$ cat src/include/lfAdder_consts.svh
`ifndef LFADDER_CONSTS_SVH
`define LFADDER_CONSTS_SVH

//////////////////////////////
// datapath
//////////////////////////////

// operand and sum width in bits
`define LF_WIDTH 32

//////////////////////////////
// pipeline shape
//////////////////////////////

// pairing level plus four sparse levels
`define LF_LEVELS 5

// pg stage, five prefix levels and the sum stage
`define LF_LATENCY 7

`endif

$ cat src/hw/lfAdderDataPkg.sv
`include "lfAdder_consts.svh"

package lfAdderDataPkg;

	//////////////////////////////
	// operand side
	//////////////////////////////

	// one operand or sum word
	typedef logic [`LF_WIDTH-1:0] wordT;

	// carry-in and carry-out
	typedef logic carryT;

endpackage

$ cat src/hw/lfAdderPrefixPkg.sv
`include "lfAdder_consts.svh"

package lfAdderPrefixPkg;

	//////////////////////////////
	// prefix network
	//////////////////////////////

	// group generate or propagate, one bit per position
	typedef logic [`LF_WIDTH-1:0] pgVecT;

	// index of a prefix level, 0 is the pairing level
	typedef logic [$clog2(`LF_LEVELS)-1:0] levelT;

endpackage

$ cat src/hw/pgGenerate.sv
`timescale 1ns/100ps

module pgGenerate import lfAdderDataPkg::*, lfAdderPrefixPkg::*; (
	input  logic  clk,
	input  logic  arstN,
	input  wordT  a,
	input  wordT  b,
	input  carryT cin,
	output pgVecT g,
	output pgVecT p,
	output pgVecT halfSum,
	output carryT cinOut
);

	pgVecT bitGen;
	pgVecT bitProp;
	pgVecT gNext;
	pgVecT pNext;

	//////////////////////////////
	// bitwise generate/propagate
	//////////////////////////////

	assign bitGen  = a & b;
	assign bitProp = a ^ b;

	always_comb begin
		gNext = bitGen;
		pNext = bitProp;
		// bit 0 also carries out when cin ripples through it
		gNext[0] = bitGen[0] | (bitProp[0] & cin);
		// group ending at bit 0 is fully resolved
		pNext[0] = 1'b0;
	end

	//////////////////////////////
	// stage register
	//////////////////////////////

	always_ff @(posedge clk or negedge arstN) begin
		if (!arstN) begin
			g       <= '0;
			p       <= '0;
			halfSum <= '0;
			cinOut  <= 1'b0;
		end else begin
			g       <= gNext;
			p       <= pNext;
			// plain xor kept for the sum stage
			halfSum <= bitProp;
			cinOut  <= cin;
		end
	end

endmodule

$ cat src/hw/prefixLevel.sv
`timescale 1ns/100ps
`include "lfAdder_consts.svh"

module prefixLevel import lfAdderDataPkg::*, lfAdderPrefixPkg::*; #(
	parameter levelT level = '0
) (
	input  logic  clk,
	input  logic  arstN,
	input  pgVecT gIn,
	input  pgVecT pIn,
	input  pgVecT halfSumIn,
	input  carryT cinIn,
	output pgVecT gOut,
	output pgVecT pOut,
	output pgVecT halfSumOut,
	output carryT cinOut
);

	// distance covered by one group at this level
	localparam int Span = 1 << level;

	// low index bits cleared to find the block base
	localparam int LowMask = (Span << 1) - 1;

	pgVecT gNext;
	pgVecT pNext;

	//////////////////////////////
	// prefix cells
	//////////////////////////////

	// level 0 pairs every odd position with the even one below
	// level k serves odd positions with index bit k set
	genvar i;
	generate
		for (i = 0; i < `LF_WIDTH; i++) begin : genPos
			localparam int Base = i & ~LowMask;
			localparam int Src = Base + Span - 1;
			localparam bit Active = ((i % 2) == 1) && (((i >> level) & 1) == 1);

			if (Active && (Base == 0)) begin : genGray
				// source group reaches bit 0 so only g is needed
				assign gNext[i] = gIn[i] | (pIn[i] & gIn[Src]);
				assign pNext[i] = pIn[i];
			end else if (Active) begin : genBlack
				assign gNext[i] = gIn[i] | (pIn[i] & gIn[Src]);
				assign pNext[i] = pIn[i] & pIn[Src];
			end else begin : genPass
				assign gNext[i] = gIn[i];
				assign pNext[i] = pIn[i];
			end
		end
	endgenerate

	//////////////////////////////
	// stage register
	//////////////////////////////

	always_ff @(posedge clk or negedge arstN) begin
		if (!arstN) begin
			gOut <= '0;
			pOut <= '0;
		end else begin
			gOut <= gNext;
			pOut <= pNext;
		end
	end

	// side data riding along with its vector
	always_ff @(posedge clk or negedge arstN) begin
		if (!arstN) begin
			halfSumOut <= '0;
			cinOut     <= 1'b0;
		end else begin
			halfSumOut <= halfSumIn;
			cinOut     <= cinIn;
		end
	end

endmodule

$ cat src/hw/carryResolve.sv
`timescale 1ns/100ps
`include "lfAdder_consts.svh"

module carryResolve import lfAdderDataPkg::*, lfAdderPrefixPkg::*; (
	input  logic  clk,
	input  logic  arstN,
	input  pgVecT gIn,
	input  pgVecT pIn,
	input  pgVecT halfSumIn,
	input  carryT cinIn,
	output wordT  sum,
	output carryT cout
);

	// carry out of each position
	pgVecT carry;
	wordT  sumNext;

	//////////////////////////////
	// even position fill
	//////////////////////////////

	// odd positions and bit 0 are already complete here
	genvar i;
	generate
		for (i = 0; i < `LF_WIDTH; i++) begin : genCarry
			if (((i % 2) == 0) && (i >= 2)) begin : genFill
				assign carry[i] = gIn[i] | (pIn[i] & gIn[i-1]);
			end else begin : genKeep
				assign carry[i] = gIn[i];
			end
		end
	endgenerate

	//////////////////////////////
	// sum
	//////////////////////////////

	// bit 0 sees cin, bit i sees the carry of bit i-1
	assign sumNext = halfSumIn ^ {carry[`LF_WIDTH-2:0], cinIn};

	always_ff @(posedge clk or negedge arstN) begin
		if (!arstN) begin
			sum  <= '0;
			cout <= 1'b0;
		end else begin
			sum  <= sumNext;
			cout <= carry[`LF_WIDTH-1];
		end
	end

endmodule

$ cat src/hw/lfAdderTop.sv
`timescale 1ns/100ps

module lfAdderTop import lfAdderDataPkg::*, lfAdderPrefixPkg::*; (
	input  logic  clk,
	input  logic  arstN,
	input  wordT  a,
	input  wordT  b,
	input  carryT cin,
	output wordT  sum,
	output carryT cout
);

	// pg stage outputs
	pgVecT gPg;
	pgVecT pPg;
	pgVecT hsPg;
	carryT cinPg;

	// prefix level outputs
	pgVecT gL0;
	pgVecT pL0;
	pgVecT hsL0;
	carryT cinL0;

	pgVecT gL1;
	pgVecT pL1;
	pgVecT hsL1;
	carryT cinL1;

	pgVecT gL2;
	pgVecT pL2;
	pgVecT hsL2;
	carryT cinL2;

	pgVecT gL3;
	pgVecT pL3;
	pgVecT hsL3;
	carryT cinL3;

	pgVecT gL4;
	pgVecT pL4;
	pgVecT hsL4;
	carryT cinL4;

	//////////////////////////////
	// stage 0
	//////////////////////////////

	pgGenerate i_pg (
		.clk     (clk),
		.arstN   (arstN),
		.a       (a),
		.b       (b),
		.cin     (cin),
		.g       (gPg),
		.p       (pPg),
		.halfSum (hsPg),
		.cinOut  (cinPg)
	);

	//////////////////////////////
	// prefix tree
	//////////////////////////////

	// pairing level
	prefixLevel #(.level(3'd0)) i_level0 (
		.clk        (clk),
		.arstN      (arstN),
		.gIn        (gPg),
		.pIn        (pPg),
		.halfSumIn  (hsPg),
		.cinIn      (cinPg),
		.gOut       (gL0),
		.pOut       (pL0),
		.halfSumOut (hsL0),
		.cinOut     (cinL0)
	);

	// sparse levels, odd positions only
	prefixLevel #(.level(3'd1)) i_level1 (
		.clk        (clk),
		.arstN      (arstN),
		.gIn        (gL0),
		.pIn        (pL0),
		.halfSumIn  (hsL0),
		.cinIn      (cinL0),
		.gOut       (gL1),
		.pOut       (pL1),
		.halfSumOut (hsL1),
		.cinOut     (cinL1)
	);

	prefixLevel #(.level(3'd2)) i_level2 (
		.clk        (clk),
		.arstN      (arstN),
		.gIn        (gL1),
		.pIn        (pL1),
		.halfSumIn  (hsL1),
		.cinIn      (cinL1),
		.gOut       (gL2),
		.pOut       (pL2),
		.halfSumOut (hsL2),
		.cinOut     (cinL2)
	);

	prefixLevel #(.level(3'd3)) i_level3 (
		.clk        (clk),
		.arstN      (arstN),
		.gIn        (gL2),
		.pIn        (pL2),
		.halfSumIn  (hsL2),
		.cinIn      (cinL2),
		.gOut       (gL3),
		.pOut       (pL3),
		.halfSumOut (hsL3),
		.cinOut     (cinL3)
	);

	prefixLevel #(.level(3'd4)) i_level4 (
		.clk        (clk),
		.arstN      (arstN),
		.gIn        (gL3),
		.pIn        (pL3),
		.halfSumIn  (hsL3),
		.cinIn      (cinL3),
		.gOut       (gL4),
		.pOut       (pL4),
		.halfSumOut (hsL4),
		.cinOut     (cinL4)
	);

	//////////////////////////////
	// final stage
	//////////////////////////////

	carryResolve i_resolve (
		.clk       (clk),
		.arstN     (arstN),
		.gIn       (gL4),
		.pIn       (pL4),
		.halfSumIn (hsL4),
		.cinIn     (cinL4),
		.sum       (sum),
		.cout      (cout)
	);

endmodule

$ cat config.mk
export PLATFORM = sky130hd
export DESIGN_NAME = lfAdderTop
export DESIGN_NICKNAME = d
export VERILOG_FILES = /design/src/hw/lfAdderDataPkg.sv /design/src/hw/lfAdderPrefixPkg.sv /design/src/hw/pgGenerate.sv /design/src/hw/prefixLevel.sv /design/src/hw/carryResolve.sv /design/src/hw/lfAdderTop.sv
export VERILOG_INCLUDE_DIRS = /design/src /design/src/include
export SDC_FILE = /design/constraint.sdc
export NUM_CORES = 1
export LEC_CHECK = 0
export BUFFER_PORTS_ARGS = -buffer_cell sky130_fd_sc_hd__buf_4
export CAP_MARGIN = 20
export CORE_MARGIN = 4
export CORE_UTILIZATION = 45
export CTS_CLUSTER_DIAMETER = 40
export DETAILED_ROUTE_END_ITERATION = 10
export PLACE_DENSITY_LB_ADDON = 0.2
export SYNTH_ARGS = -nofsm -noshare
export SYNTH_HDL_FRONTEND = slang
export SYNTH_HIERARCHICAL = 1
export SYNTH_SLANG_ARGS = --single-unit
$ cat constraint.sdc
create_clock -name clk -period 0.8 [get_ports clk]
set_input_delay 0.16 -clock clk [delete_from_list [all_inputs] [get_ports clk]]
set_output_delay 0.16 -clock clk [all_outputs]
set_load 0.05 [all_outputs]
# Word-level counts from Yosys, hierarchy flattened
# Cells that the tools add are included.
[totals]
in_bits = 67
elab_cells = 189
output_inout_bits = 33
regBits = 608
[op_classes]
bitwise = 163
[ops]
columns = ["op", "n"]
rows = [
  ["$and 1x1->1", 96],
  ["$or 1x1->1", 64],
  ["$xor 32x32->32", 2],
  ["$and 32x32->32", 1],
]

# Logic depth before layout (Yosys ltp)
[logic_depth]
word_depth = 3
depth_mapped = 2
mapped_depth_nobuf = 2

# By module
# The synthesis kept the hierarchy.
[by_module_without_submodules]
columns = ["module", "n_inst", "cells_per_inst", "area_each_um2"]
rows = [
  ["prefixLevel (i_level0)", 1, 128, 2658.8],
  ["prefixLevel (i_level1)", 1, 112, 2538.7],
  ["prefixLevel (i_level2)", 1, 111, 2524.9],
  ["prefixLevel (i_level3)", 1, 109, 2512.4],
  ["prefixLevel (i_level4)", 1, 106, 2498.6],
  ["pgGenerate", 1, 131, 2278.4],
  ["carryResolve", 1, 80, 1237.4],
]

# Worst setup path after synthesis
# No wires, ideal clock.
[synth_path]
kind = "register to register"
from = "reg i_level3.gOut[15]"
to = "reg i_level4.gOut[27]"
slack_ns = 0.035
period_less_slack_ns = 0.765
arrival_time_ns = 0.647
path_buffers = 1
path_stages_with_launch = 3
path_cell_list = "dfrtp_1 > buf_6 > a21o_1"
[synth_between]
elab_chain_cells = 2
[synth_lines]
columns = ["item", "line", "text"]
rows = [
  ["from (decl)", "prefixLevel.sv:13", "output pgVecT gOut,"],
  ["from (signal assigned)", "prefixLevel.sv:64", "gOut <= gNext;"],
  ["$and 1x1->1", "prefixLevel.sv:43", "assign gNext[i] = gIn[i] | (pIn[i] & gIn[Src]);"],
  ["$or 1x1->1", "prefixLevel.sv:43", ""],
  ["net i_level4.gNext[27]", "prefixLevel.sv:25", "pgVecT gNext;"],
  ["to (signal assigned)", "prefixLevel.sv:64", ""],
  ["to (decl)", "prefixLevel.sv:13", ""],
]
# The timed path passes the listed nets, and every way through them passes these cells.

# Worst setup path in the final report
[layout_path]
from = "reg i_resolve.sum[13]"
to = "out sum[13]"
[layout_lines]
columns = ["item", "line", "text"]
rows = [
  ["from (decl)", "carryResolve.sv:11", "output wordT sum,"],
  ["from (signal assigned)", "carryResolve.sv:47", "sum <= sumNext;"],
  ["to (decl)", "lfAdderTop.sv:9", "output wordT sum,"],
]
# No word-level cell between the ends.

==> impl_metrics.ini <==
[status]
status = finished, violations left
violations = negative setup slack

[detailed_routing]
vias = 6173
dr.pass1.iters = 3
routed_wl_um = 19700
drc = 0
drt_iter0_markers = 203
ant_nets = 0
avgViaCountPerCell = 4.20
avgRoutedWirePerCell_um = 13.4

[final_layout]
layout.nets = 1072
drive_above_1_share_pct = 27.3
layout_common_cells = dfrtp_1 (546), buf_4 (83), dlygate4sd3_1 (66)
final_common_cell = dfrtp_1
areaGrowthSynthToFinish_pct = 29.4
diodes = 0
final_util_pct = 59.1
layout.cells.non_filler = 1470

[clock_network]
clkTransAtPathRegs_ps = 60
clock-sinks = 547
htree_levels = 2
ctsLongestPathBuffers = 3
tritoncts = yes
cts_root_buf = clkbuf_16
insertion_delay_ps = 560
numCtsBuffers = 58

[global_route]
grt_max_degree = 62
grt_overflow = 0
antenna_found_initial = 0
grt_pass1_wl_um = 33900
grt_util_all_layers_pct = 11.5
grt_pass1_vias = 6898

[logic_synthesis]
synth.cell_area_um2 = 15300
yosys_warnings = 6
syn_inst = 739
synth_nets = 838
synth.avg_cell_area_um2 = 20.8

[floorplan]
initial_utilization_pct = 45.6
core_region_area_um2 = 33600
fp.dieH_um = 193
ios = 100
die_w_um = 193
std_cell_rows = 67
fp.dieArea_um2 = 37100

[worst_setup_path]
slowest_stage = dfrtp_1
crit_family = flip-flops
critPathBufInv = 1
crit_path_end_kind = output port
slowest_delay_ps = 410
startpoint_type = flip-flop
path_class = reg -> out
cp.arrival_ps = 1130
crit_required_ps = 640
crit_chain = buf_6
cp_max_fo = 1

[sta]
rsz0062_at_grt = yes
clock_skew_ps = 14.1
worst_slack_ps = -494
max_freq_ghz = 0.773
hold_violations = 0
setup_violations = 39
min_period_ps = 1290
tightest_slew_ps = 308
maxSlewHeadroom_pct = 79.5
fin_crit_sh_pct = 162
report.final.slew_viol_count = 0

[hold_path]
worst_hold_path_type = in -> async

[place]
portBuffers = 99
place_hpwl_um = 12000
dp.cells = 1295
place.gp.congestion = 0.704

[job]
cap_violations = 0

[power_and_ir_drop]
leakagePower_uw = 0.00961
power_density_nw_per_um2 = 3170
ir_worst_vdd_mv = 1.65
p_total_uw = 63000
## final timing paths
| path | from | cells after the start | endpoint | slack, ps |
|---|---|---|---|---|
| max in group asynchronous | arstN | 4 | i_level0/halfSumOut[30]$_DFF_PN0_ | 190 |
| min in group clk | cin | 2 | i_pg/cinOut$_DFF_PN0_ | 280 |
| setup reg to reg | i_level3/gOut[15]$_DFF_PN0_ | 2 | i_level4/gOut[27]$_DFF_PN0_ | -30 |
| hold / removal | arstN | 2 | i_resolve/sum[6]$_DFF_PN0_ | 20 |
| hold reg to reg | i_level1/halfSumOut[21]$_DFF_PN0_ | 0 | i_level2/halfSumOut[21]$_DFF_PN0_ | 340 |
| setup / recovery | i_resolve/sum[13]$_DFF_PN0_ | 1 | sum[13] | -490 |
## per-stage QoR
| step | TNS, ps | worst slack [ps] | cell area [um^2] | hold slack (ps) |
|---|---|---|---|---|
| after floorplan | 0 | 35.4 | 15300 | -136 |
| after global placement | -46.6 | -32.0 | 17000 | 5.30 |
| after detailed placement | -79.4 | -50.4 | 17000 | -1.47 |
| after CTS | -16260 | -533 | 19800 | -172 |
| after global routing | -16920 | -547 | 19900 | -4.53 |
| final | -14900 | -494 | 19900 | 18.3 |
## power breakdown
| part | switching (uW) | internal (uW) |
|---|---|---|
| combinational | 2480 | 1930 |
| clock | 10500 | 16700 |
| sequential | 1060 | 30300 |
| total | 14000 | 49000 |
## sequential cells by signal, indices dropped and copies added, names as in the netlist, 15 cells and up
register,flops
i_level0/gOut,32
i_level0/halfSumOut,32
i_level1/gOut,32
i_level1/halfSumOut,32
i_level2/gOut,32
i_level2/halfSumOut,32
i_level3/gOut,32
i_level3/halfSumOut,32
i_level4/gOut,32
i_level4/halfSumOut,32
i_pg/g,32
i_resolve/sum,32
i_pg/halfSum,31
i_level0/pOut,30
i_level1/pOut,29
i_level2/pOut,27
i_level3/pOut,23
i_level4/pOut,15
## per-layer routing
metal / GRT usage, % / up-vias / wire length [um]
met3: 3.08 / 48 / 939
met2: 18.7 / 119 / 10000
met1: 15.1 / 3178 / 8240
met4: 4.14 / 0 / 456
met5: 0 / - / 0
li1: - / 2828 / -
## area by class of cell
cell class                      count  area (um^2)
Clock buffer                       78         1670
Clock inverter                     31          387
Fill cell                        2473        13800
Multi-Input combinational cell    160         1420
Sequential cell                   547        13700
Tap cell                          448          561
Timing Repair Buffer              206         2130
## what timing repair did
action,CTS,global route
pin swaps,0,9
endpoints found under the hold margin,612,11
setup endpoints to repair,40,52
gates resized for setup,33,2
buffers inserted,0,0
hold buffers,65,1
(Power assumes the default switching activity.)
